`src/ooo_config.svh`:
```
`ifndef OOO_CONFIG_SVH
`define OOO_CONFIG_SVH

////////////////////
// reservation station sizing
////////////////////

// number of entries, all sharing the one ALU
`define RS_SIZE 8

// entry index width, must cover RS_SIZE
`define RS_IDX_W 3

////////////////////
// datapath widths
////////////////////

// reorder buffer tag, also the CDB tag
`define TAG_W 5

// operand and result width
`define XLEN 32

`endif
```
`src/ooo_pkg.sv`:
```
`include "ooo_config.svh"

package ooo_pkg;

    // ALU function select, 4 bits wide to leave room for more ops
    typedef enum logic [3:0] {
        alu_add = 4'h0,
        alu_sub = 4'h1,
        alu_and = 4'h2,
        alu_or  = 4'h3,
        alu_xor = 4'h4,
        alu_sll = 4'h5,
        alu_srl = 4'h6,
        alu_slt = 4'h7
    } alu_func_t;

    // one instruction as it arrives on the dispatch port
    // a *_ready bit low means the operand still waits on *_tag
    typedef struct packed {
        alu_func_t             alu_func;
        logic [`XLEN-1:0]      opa_value;
        logic [`TAG_W-1:0]     opa_tag;
        logic                  opa_ready;
        logic [`XLEN-1:0]      opb_value;
        logic [`TAG_W-1:0]     opb_tag;
        logic                  opb_ready;
        logic [`TAG_W-1:0]     dest_tag;
        logic [`XLEN-1:0]      npc;
        logic                  rd_mem;
        logic                  wr_mem;
    } dispatch_packet_t;

    // per entry view of the station, one slot per entry in each field
    typedef struct packed {
        logic [`RS_SIZE-1:0]                rs_ready_out;
        logic [`RS_SIZE-1:0][`XLEN-1:0]     rs_opa_out;
        logic [`RS_SIZE-1:0][`XLEN-1:0]     rs_opb_out;
        logic [`RS_SIZE-1:0][`TAG_W-1:0]    rs_tag_out;
        alu_func_t [`RS_SIZE-1:0]           rs_alu_func_out;
        logic [`RS_SIZE-1:0][`XLEN-1:0]     rs_npc_out;
        logic [`RS_SIZE-1:0]                rs_rd_mem;
        logic [`RS_SIZE-1:0]                rs_wr_mem;
    } rs_is_packet_t;

    // the one instruction picked for the ALU this cycle
    typedef struct packed {
        logic [`XLEN-1:0]      opa;
        logic [`XLEN-1:0]      opb;
        logic [`TAG_W-1:0]     rob_tag;
        logic                  issue_valid;
        alu_func_t             alu_func;
        logic [`XLEN-1:0]      npc;
        logic [`RS_IDX_W-1:0]  rs_tag;
        logic                  rd_mem;
        logic                  wr_mem;
    } is_ex_packet_t;

    // common data bus broadcast
    typedef struct packed {
        logic [`TAG_W-1:0]     tag;
        logic [`XLEN-1:0]      value;
        logic                  rd_mem;
        logic                  wr_mem;
    } cdb_packet_t;

endpackage

```
`src/issue_core.sv`:
```
`timescale 1ns/10ps
`include "ooo_config.svh"

module issue_core import ooo_pkg::*; (
    input  logic              clock,
    input  logic              rst,

    input  logic              dispatch_valid,
    input  dispatch_packet_t  dispatch_packet,
    output logic              dispatch_ready,

    output logic              cdb_valid,
    output cdb_packet_t       cdb_packet,
    input  logic              cdb_ready
);

    ////////////////////
    // internal links
    ////////////////////

    rs_is_packet_t        rs_is_packet;
    logic [`RS_SIZE-1:0]  rs_issue_enable;
    logic                 fu_ready;
    logic                 issue_valid;
    is_ex_packet_t        is_packet;

    // station, also snoops the CDB it drives out
    reservation_station i_reservation_station (
        .clock           (clock),
        .rst             (rst),
        .dispatch_valid  (dispatch_valid),
        .dispatch_packet (dispatch_packet),
        .dispatch_ready  (dispatch_ready),
        .rs_issue_enable (rs_issue_enable),
        .cdb_valid       (cdb_valid),
        .cdb_ready       (cdb_ready),
        .cdb_packet      (cdb_packet),
        .rs_is_packet    (rs_is_packet)
    );

    // grant logic for the single ALU
    stage_is i_stage_is (
        .clock           (clock),
        .rst             (rst),
        .rs_is_packet    (rs_is_packet),
        .fu_ready        (fu_ready),
        .issue_valid     (issue_valid),
        .is_packet       (is_packet),
        .rs_issue_enable (rs_issue_enable)
    );

    alu_fu i_alu_fu (
        .clock       (clock),
        .rst         (rst),
        .issue_valid (issue_valid),
        .is_packet   (is_packet),
        .fu_ready    (fu_ready),
        .cdb_valid   (cdb_valid),
        .cdb_packet  (cdb_packet),
        .cdb_ready   (cdb_ready)
    );

endmodule

```
`src/alu_fu.sv`:
```
`timescale 1ns/10ps
`include "ooo_config.svh"

module alu_fu import ooo_pkg::*; (
    input  logic           clock,
    input  logic           rst,

    // from the issue stage
    input  logic           issue_valid,
    input  is_ex_packet_t  is_packet,
    output logic           fu_ready,

    // CDB, valid/ready
    output logic           cdb_valid,
    output cdb_packet_t    cdb_packet,
    input  logic           cdb_ready
);

    logic              s1_valid;
    is_ex_packet_t     s1_pkt;
    logic              out_stall;
    logic [`XLEN-1:0]  result;

    // output register full and not taken
    assign out_stall = cdb_valid && !cdb_ready;
    // stage 1 can take more if empty or moving on
    assign fu_ready  = !s1_valid || !out_stall;

    ////////////////////
    // stage 1, operand register
    ////////////////////

    always_ff @(posedge clock) begin
        if (rst) begin
            s1_valid <= 1'b0;
        end else if (fu_ready) begin
            s1_valid <= issue_valid;
        end
    end

    always_ff @(posedge clock) begin
        if (fu_ready && issue_valid) begin
            s1_pkt <= is_packet;
        end
    end

    ////////////////////
    // stage 2, compute into output register
    ////////////////////

    always_comb begin
        case (s1_pkt.alu_func)
            alu_add: result = s1_pkt.opa + s1_pkt.opb;
            alu_sub: result = s1_pkt.opa - s1_pkt.opb;
            alu_and: result = s1_pkt.opa & s1_pkt.opb;
            alu_or:  result = s1_pkt.opa | s1_pkt.opb;
            alu_xor: result = s1_pkt.opa ^ s1_pkt.opb;
            // shift amount from the low 5 bits only
            alu_sll: result = s1_pkt.opa << s1_pkt.opb[4:0];
            alu_srl: result = s1_pkt.opa >> s1_pkt.opb[4:0];
            alu_slt: result = {{(`XLEN-1){1'b0}},
                               $signed(s1_pkt.opa) < $signed(s1_pkt.opb)};
            default: result = '0;
        endcase
        // memory ops only need the effective address
        if (s1_pkt.rd_mem || s1_pkt.wr_mem) begin
            result = s1_pkt.opa + s1_pkt.opb;
        end
    end

    always_ff @(posedge clock) begin
        if (rst) begin
            cdb_valid <= 1'b0;
        end else if (!out_stall) begin
            cdb_valid <= s1_valid;
        end
    end

    always_ff @(posedge clock) begin
        if (!out_stall && s1_valid) begin
            cdb_packet.tag    <= s1_pkt.rob_tag;
            cdb_packet.value  <= result;
            cdb_packet.rd_mem <= s1_pkt.rd_mem;
            cdb_packet.wr_mem <= s1_pkt.wr_mem;
        end
    end

    // an issue while stage 1 holds would be lost
    a_issue_when_ready: assert property (
        @(posedge clock) disable iff (rst) issue_valid |-> fu_ready
    );

endmodule

```
`src/stage_is.sv`:
```
`timescale 1ns/10ps
`include "ooo_config.svh"

module stage_is import ooo_pkg::*; (
    input  logic                 clock,
    input  logic                 rst,

    // entry view from the station
    input  rs_is_packet_t        rs_is_packet,

    // ALU can take a new instruction
    input  logic                 fu_ready,

    output logic                 issue_valid,
    output is_ex_packet_t        is_packet,

    // grant back to the station, frees the entry at the edge
    output logic [`RS_SIZE-1:0]  rs_issue_enable
);

    logic picked;

    // fixed priority, lowest index first
    always_comb begin
        picked          = 1'b0;
        issue_valid     = 1'b0;
        is_packet       = '0;
        rs_issue_enable = '0;
        if (fu_ready) begin
            for (int i = 0; i < `RS_SIZE; i++) begin
                if (!picked && rs_is_packet.rs_ready_out[i]) begin
                    picked                = 1'b1;
                    issue_valid           = 1'b1;
                    is_packet.opa         = rs_is_packet.rs_opa_out[i];
                    is_packet.opb         = rs_is_packet.rs_opb_out[i];
                    is_packet.rob_tag     = rs_is_packet.rs_tag_out[i];
                    is_packet.issue_valid = 1'b1;
                    is_packet.alu_func    = rs_is_packet.rs_alu_func_out[i];
                    is_packet.npc         = rs_is_packet.rs_npc_out[i];
                    // entry index, for debug and tracking
                    is_packet.rs_tag      = (`RS_IDX_W)'(i);
                    is_packet.rd_mem      = rs_is_packet.rs_rd_mem[i];
                    is_packet.wr_mem      = rs_is_packet.rs_wr_mem[i];
                    rs_issue_enable[i]    = 1'b1;
                end
            end
        end
    end

    // a granted entry is gone from the ready set by the next cycle
    a_grant_released: assert property (
        @(posedge clock) disable iff (rst)
        issue_valid |=> (rs_is_packet.rs_ready_out & $past(rs_issue_enable)) == '0
    );

endmodule

```
`src/reservation_station.sv`:
```
`timescale 1ns/10ps
`include "ooo_config.svh"

module reservation_station import ooo_pkg::*; (
    input  logic                 clock,
    input  logic                 rst,

    // dispatch port, valid/ready
    input  logic                 dispatch_valid,
    input  dispatch_packet_t     dispatch_packet,
    output logic                 dispatch_ready,

    // one-hot grant from the issue stage, frees that entry
    input  logic [`RS_SIZE-1:0]  rs_issue_enable,

    // CDB snoop for operand wake-up
    input  logic                 cdb_valid,
    input  logic                 cdb_ready,
    input  cdb_packet_t          cdb_packet,

    output rs_is_packet_t        rs_is_packet
);

    logic [`RS_SIZE-1:0]  busy;
    dispatch_packet_t     entry [`RS_SIZE];
    logic [`RS_SIZE-1:0]  alloc_onehot;
    logic                 dispatch_fire;
    logic                 cdb_fire;
    dispatch_packet_t     dispatch_woken;

    ////////////////////
    // allocation
    ////////////////////

    // lowest free entry wins
    always_comb begin
        alloc_onehot = '0;
        for (int i = 0; i < `RS_SIZE; i++) begin
            if (!busy[i] && alloc_onehot == '0) begin
                alloc_onehot[i] = 1'b1;
            end
        end
    end

    assign dispatch_ready = |(~busy);
    assign dispatch_fire  = dispatch_valid && dispatch_ready;
    // wake-up only counts on an accepted broadcast
    assign cdb_fire       = cdb_valid && cdb_ready;

    // a producer may broadcast in the very cycle its consumer is dispatched,
    // so catch the value on the way in as well
    always_comb begin
        dispatch_woken = dispatch_packet;
        if (cdb_fire && !dispatch_packet.opa_ready &&
            dispatch_packet.opa_tag == cdb_packet.tag) begin
            dispatch_woken.opa_value = cdb_packet.value;
            dispatch_woken.opa_ready = 1'b1;
        end
        if (cdb_fire && !dispatch_packet.opb_ready &&
            dispatch_packet.opb_tag == cdb_packet.tag) begin
            dispatch_woken.opb_value = cdb_packet.value;
            dispatch_woken.opb_ready = 1'b1;
        end
    end

    // busy set on allocation, cleared on issue
    always_ff @(posedge clock) begin
        if (rst) begin
            busy <= '0;
        end else begin
            busy <= (busy & ~rs_issue_enable) | (dispatch_fire ? alloc_onehot : '0);
        end
    end

    ////////////////////
    // entry storage and wake-up
    ////////////////////

    always_ff @(posedge clock) begin
        for (int i = 0; i < `RS_SIZE; i++) begin
            if (dispatch_fire && alloc_onehot[i]) begin
                entry[i] <= dispatch_woken;
            end else begin
                // waiting operand grabs a matching broadcast
                if (cdb_fire && busy[i] && !entry[i].opa_ready &&
                    entry[i].opa_tag == cdb_packet.tag) begin
                    entry[i].opa_value <= cdb_packet.value;
                    entry[i].opa_ready <= 1'b1;
                end
                if (cdb_fire && busy[i] && !entry[i].opb_ready &&
                    entry[i].opb_tag == cdb_packet.tag) begin
                    entry[i].opb_value <= cdb_packet.value;
                    entry[i].opb_ready <= 1'b1;
                end
            end
        end
    end

    // ready means busy with both operands in hand
    always_comb begin
        for (int i = 0; i < `RS_SIZE; i++) begin
            rs_is_packet.rs_ready_out[i] = busy[i] && entry[i].opa_ready &&
                                           entry[i].opb_ready;
            rs_is_packet.rs_opa_out[i]      = entry[i].opa_value;
            rs_is_packet.rs_opb_out[i]      = entry[i].opb_value;
            rs_is_packet.rs_tag_out[i]      = entry[i].dest_tag;
            rs_is_packet.rs_alu_func_out[i] = entry[i].alu_func;
            rs_is_packet.rs_npc_out[i]      = entry[i].npc;
            rs_is_packet.rs_rd_mem[i]       = entry[i].rd_mem;
            rs_is_packet.rs_wr_mem[i]       = entry[i].wr_mem;
        end
    end

    ////////////////////
    // checks on the grant from the issue stage
    ////////////////////

    a_grant_onehot: assert property (
        @(posedge clock) disable iff (rst) $onehot0(rs_issue_enable)
    );

    a_grant_busy: assert property (
        @(posedge clock) disable iff (rst) (rs_issue_enable & ~busy) == '0
    );

endmodule

```
`config.mk`:
```
export PLATFORM = sky130hd
export DESIGN_NAME = issue_core
export DESIGN_NICKNAME = d
export VERILOG_FILES = /design/src/ooo_pkg.sv /design/src/issue_core.sv /design/src/alu_fu.sv /design/src/stage_is.sv /design/src/reservation_station.sv
export VERILOG_INCLUDE_DIRS = /design/src
export SDC_FILE = /design/constraint.sdc
export NUM_CORES = 2
export LEC_CHECK = 0
export BUFFER_PORTS_ARGS = -buffer_cell sky130_fd_sc_hd__buf_2
export CORE_ASPECT_RATIO = 1.25
export CORE_MARGIN = 2
export CORE_UTILIZATION = 25
export DETAILED_ROUTE_END_ITERATION = 12
export SYNTH_ARGS = -nofsm -noshare
export SYNTH_HDL_FRONTEND = slang
export SYNTH_SLANG_ARGS = --single-unit
```
`constraint.sdc`:
```
create_clock -name clock -period 5.41 [get_ports clock]
set_input_delay 0.2705 -clock clock [delete_from_list [all_inputs] [get_ports clock]]
set_output_delay 0.2705 -clock clock [all_outputs]
set_load 0.05 [all_outputs]
```
# Word-level counts from Yosys, hierarchy flattened
# Memory sizes are Yosys's and may differ from the RTL's.
# Index checks and enable logic that the tools add are counted.
# totals
reg_bits,124
ramBits,952
inputBits,123
out_inout_bits,41
elab_cells,364
memories,1
# op_classes
addsub,2
n_lt_le_gt_ge,1
eq_ne,25
n_shift,2
mux,149
bitwise_logic,39
n_reduce_logical,132
# memory_table
memory,words,width,rd,rd_clocked_by_memory_dff,write_ports,line,text
i_reservation_station.entry,8,119,8,0,8,reservation_station.sv:25,dispatch_packet_t entry [`RS_SIZE];
# ops
cell,count
111-bit two-way mux,8
32-bit two-way mux,19
32-bit one-hot mux with 8 select lines,1
1-bit two-way mux,119
5-bit == test,18
1-bit logical AND,87
1-bit logical NOT,35
32-bit adder,1
32-bit bitwise AND,1
32-bit less-than comparator,1
1-bit OR,32
32-bit OR,1
32-bit by 5-bit left shift with 32-bit output,1
32-bit by 5-bit right shift with 32-bit output,1
32-bit subtractor,1
32-bit bitwise XOR,1
4-bit by 3-bit == test with 1-bit output (second input constant),4
8-bit two-way mux,2
8-bit NOT,2
8-bit bitwise AND,1
4-bit by 2-bit == test with 1-bit output (second input constant),2
4-bit logical NOT,2
8-bit OR,1
8-bit OR reduction,1
other kinds (7),8

# Depth between registers and ports, before layout
# logic_depth
word_depth,36
mapped_depth,15
ltp_nobuf,12

# Modules after synthesis
# From an unflattened synthesis, not the netlist that was laid out.
# hier_totals
cells_unflattened,5391
hier_area_um2,62801.5
# by_module_without_submodules
module,n_inst,cells_each,area_each_um2
reservation_station,1,2771,43543.0
alu_fu,1,1379,12548.3
stage_is,1,1241,6710.2

# Least setup slack after synthesis
# OpenSTA, ideal clock, no wires.
# synth_path
path_kind,reg2reg
from,register i_reservation_station.busy[0]
to,"register i_alu_fu.s1_pkt[0] (netlist bit), enable pin"
setup_ns,0.509
t_arrival_ns,4.580
required_ns,4.901
slack_ns,0.321
stages_incl_launch_ff,9
path_cell_list,dfxtp_1 -> clkbuf_1 -> and3_1 -> clkbuf_1 -> a311oi_1 -> and2_1 -> and3_1 -> and3_1 -> nor2_1
# synth_via
elab_chain_len,33
elab_cells_between_ends,39
# synth_rtl
element,line,text
from (decl),reservation_station.sv:24,logic [`RS_SIZE-1:0] busy;
from (signal assigned),reservation_station.sv:71,busy <= (busy & ~rs_issue_enable) | (dispatch_fire ? alloc_onehot : '0);
1-bit logical AND (*) (2 in series),reservation_station.sv:102,rs_is_packet.rs_ready_out[i] = busy[i] && entry[i].opa_ready &&
1-bit two-way mux (*),stage_is.sv:31,if (!picked && rs_is_packet.rs_ready_out[i]) begin
1-bit two-way mux,stage_is.sv:29,if (fu_ready) begin
1-bit logical NOT,stage_is.sv:31,
1-bit logical AND,stage_is.sv:31,
1-bit two-way mux,stage_is.sv:31,
1-bit two-way mux,stage_is.sv:29,
1-bit logical NOT,stage_is.sv:31,
(+17 left out),-,
1-bit two-way mux,stage_is.sv:31,
1-bit two-way mux,stage_is.sv:29,
1-bit logical NOT,stage_is.sv:31,
1-bit logical AND,stage_is.sv:31,
1-bit two-way mux (*),stage_is.sv:31,
1-bit two-way mux (*),stage_is.sv:29,
named net i_alu_fu.issue_valid,alu_fu.sv:9,"input logic issue_valid,"
1-bit logical AND (*),alu_fu.sv:42,if (fu_ready && issue_valid) begin
to (signal assigned),alu_fu.sv:43,s1_pkt <= is_packet;
to (decl),alu_fu.sv:20,is_ex_packet_t s1_pkt;
# Mark *: on every way through the listed nets, which the timed path passes. The rest lies on a longest branch. The select of a mux whose other input is x is not followed.
# A chain may end at the register's enable or synchronous reset.

# Worst setup path after layout
# layout_path
from,register i_alu_fu.s1_pkt[47] (netlist bit)
to,register i_alu_fu.cdb_packet[28] (netlist name)
# layout_via
elab_chain_len,3
elab_cells_between_ends,6
# layout_rtl
element,line,text
"32-bit subtractor, or another cell as far along",alu_fu.sv:54,alu_sub: result = s1_pkt.opa - s1_pkt.opb;
32-bit one-hot mux with 8 select lines,alu_fu.sv:52,case (s1_pkt.alu_func)
32-bit two-way mux (*),alu_fu.sv:66,if (s1_pkt.rd_mem || s1_pkt.wr_mem) begin
named net i_alu_fu.result[26],alu_fu.sv:22,logic [`XLEN-1:0] result;
# Mark *: on every way through the listed nets, which the timed path passes. The rest lies on a longest branch.

==> results.yml <==
status:
  outcome: "complete, no violations"
critical_path:
  crit_start: "i_alu_fu.s1_pkt[47]"
  crit_type: "reg -> reg"
  critPathMaxFanout: 22
  reg2reg_depth: 11
  rrSetupSlack_ns: 1.09
  timing.rr.start: "i_alu_fu.s1_pkt[47]"
  end_kind: "register"
  r2r_end: "i_alu_fu.cdb_packet[28]"
  cp-endpoint: "i_alu_fu.cdb_packet[28]"
  start_kind: "register"
  cp.required_ns: 5.82
  crit_arrival_ns: 4.74
power:
  power_density_mw_per_mm2: 271
  power.share.switching: 0.239
  p_int_mw: 10.6
  total_power_mw: 13.9
  ir_drop_mv: 0.343
  p_sw_mw: 3.32
  power.leakage_nw: 17.2
  clkPwrFrac: 0.399
  combPwrFrac: 0.083
  p_seq_frac: 0.518
synthesis:
  synth_cells: 3543
  synthTopCellsByArea: "edfxtp_1 54%, mux2_2 11%, ha_1 3.2%"
  synth_top_cell_area_share: 0.545
  synth-seq-area-share: 0.550
  ys.warnings.count: 0
  netlist_area_mm2: 0.0445
  synth_ff_type: "edfxtp_1"
  yosysUniqueCellTypes: 84
  yosys.area.top_type: "edfxtp_1"
  avgSynthCellArea_um2: 12.6
  ys_ff_latch: 820
  syn_nets: 3782
  synthArstFlopShare: 0
  synth_edf_count: 808
cells_and_area:
  nets: 3881
  drive_above_1_share: 0.245
  final_area_mm2: 0.0512
  area_growth_pct: 15.0
  utilization: 0.288
  final_cell_mix: "808 x edfxtp_1, 454 x mux2_2, 279 x nor2_1"
  final_common_cell: "edfxtp_1"
die:
  die_h_um: 476
  num_io_pins: 164
  core_mm2: 0.177
  dieArea_mm2: 0.182
  die_width_um: 382
  start_util: 0.251
  num_rows: 173
cts:
  cts_root_buffer: "clkbuf_16"
  cts_tree: "yes"
  clock_path_buffers: 3
  postCtsSetupRepairBufs: 0
  cts_max_level: 3
  cts_hold_buf: 77
  cts.sinks: 820
  cts_resized: 0
  clkLatencyLatePin_ns: 0.70
  numCtsBuffers: 79
  clk_pin_slew_ns: 0.06
placed_design:
  dpl.hpwl_um: 108000
  gp_congestion: 0.960
  numPortBuffers: 131
  place_area_mm2: 0.0479
  place_ws_ns: 1.23
job:
  max_cap_violations: 0
routing:
  first_pass_iters: 6
  drc: 0
  initialDrtViolationCount: 3347
  routed_via_density: 5.32
  wl_per_cell_um: 26.5
  drt-total-wl_um: 161000
  ant_nets: 0
  vias: 32300
timing:
  slew_violations: 0
  period_minus_slack_ns: 4.32
  fin_setup_tns_ns: 0
  slew_headroom: 0.228
  max_freq_mhz: 231
  fin_skew_ns: 0.0343
  grt_setup_unrepaired: "false"
  finalSetupViolCount: 0
  tightest_slew_ns: 1.15
  setup_slack_ns: 1.09
  hold_viol_final: 0
  post-route-period-util: 0.799
grt:
  grt_use_total: 0.171
  grt_pass1_wl_um: 229000
  grt_max_degree: 78
  grt_pass1_vias: 32000
  grt_antenna_before_repair: 32
  overflow: 0
min_path:
  hp-class: "in -> reg"
==> logic make-up after synthesis <==
kind of cell               synth area share
buffers and inverters                0.0362
AOI/OAI and AO/OA                     0.138
muxes                                 0.150
xor gates and xnor gates             0.0236
and+or+nand+nor                      0.0694
adders and majority gates            0.0329
DFF                                   0.550
==> synthesized netlist by cell type, types with 21 or more instances <==
library cell  number
a22oi_1           23
edfxtp_1         808
a21oi_1          206
nor2_1           287
a221oi_1         162
mux2_2           454
a221o_1           79
ha_1             114
mux4_2            50
inv_1             95
o22ai_1           28
o21ai_0          109
nor4_1            25
nor3_1            28
nand3_1           42
nand4_1           25
buf_2             92
a22o_1            68
clkbuf_1         161
a21o_1            21
mux2i_1           43
xor2_1            37
xnor2_1           83
nand2_1          214
==> flip-flops by register name, indices dropped and copies added (netlist names) <==
name / count
i_alu_fu.cdb_valid: 1
i_alu_fu.s1_valid: 1
i_alu_fu.cdb_packet: 39
i_reservation_station.busy: 8
i_alu_fu.s1_pkt: 75
i_reservation_station.entry: 696
==> layout make-up <==
cell class,instances,area [um^2]
fill,18200,126000
sequential,820,24500
multi-input combinational,2337,18700
tap,2362,2960
timing repair buffer,300,2180
clock buffer,100,2110
inverter,104,390
clock inverter,42,389
antenna,5,12.5
==> worst min-delay path by stage <==
| stage | from | endpoint | slack, ns | cells after the start |
|---|---|---|---|---|
| final | dispatch_packet[77] | i_reservation_station.entry[1][77] | 0.04 | 3 |
| after global routing | dispatch_packet[109] | i_reservation_station.entry[1][109] | 0.04 | 2 |
| after floorplan | dispatch_packet[0] | i_reservation_station.entry[0][0] | 0.37 | 0 |
| after detailed placement | i_alu_fu.s1_pkt[44] | i_alu_fu.cdb_packet[36] | 0.41 | 0 |
| after global placement | i_alu_fu.s1_pkt[44] | i_alu_fu.cdb_packet[36] | 0.41 | 0 |
| after CTS | dispatch_packet[109] | i_reservation_station.entry[1][109] | 0.003 | 2 |
==> per-stage QoR <==
step	instances	hold WS, ns
final	6070	0.0425
after global routing	6069	0.0423
after CTS	6065	0.00283
after detailed placement	5846	0.407
after global placement	5846	0.405
after floorplan	3543	0.369
==> layer usage <==
metal	GRT usage	wire length [um]
met1	0.210	63500
met5	0	150
met2	0.294	78300
met3	0.0292	11400
met4	0.0734	7260
==> power by group through the flow <==
stage	registers [mW]	clock network (mW)	logic (mW)
global route	7.21	5.83	1.23
global placement	7.33	0	1.06
CTS	7.20	5.60	1.14
floorplan	7.30	0	0.680
finish	7.20	5.54	1.16
detailed placement	7.33	0	1.08
==> worst max-delay path, stage by stage, from the launching register on <==
cell and delay [ns]:
edfxtp_1 0.51, buf_4 0.41, clkinv_1 0.69, ha_1 0.55, nand2_1 0.10, o21a_1 0.26
o32ai_1 0.13, a22o_1 0.26, o21ai_0 0.59, o211ai_1 0.23, o2bb2ai_1 0.20, o311ai_1 0.11
Power figures use the tool's default switching activity.
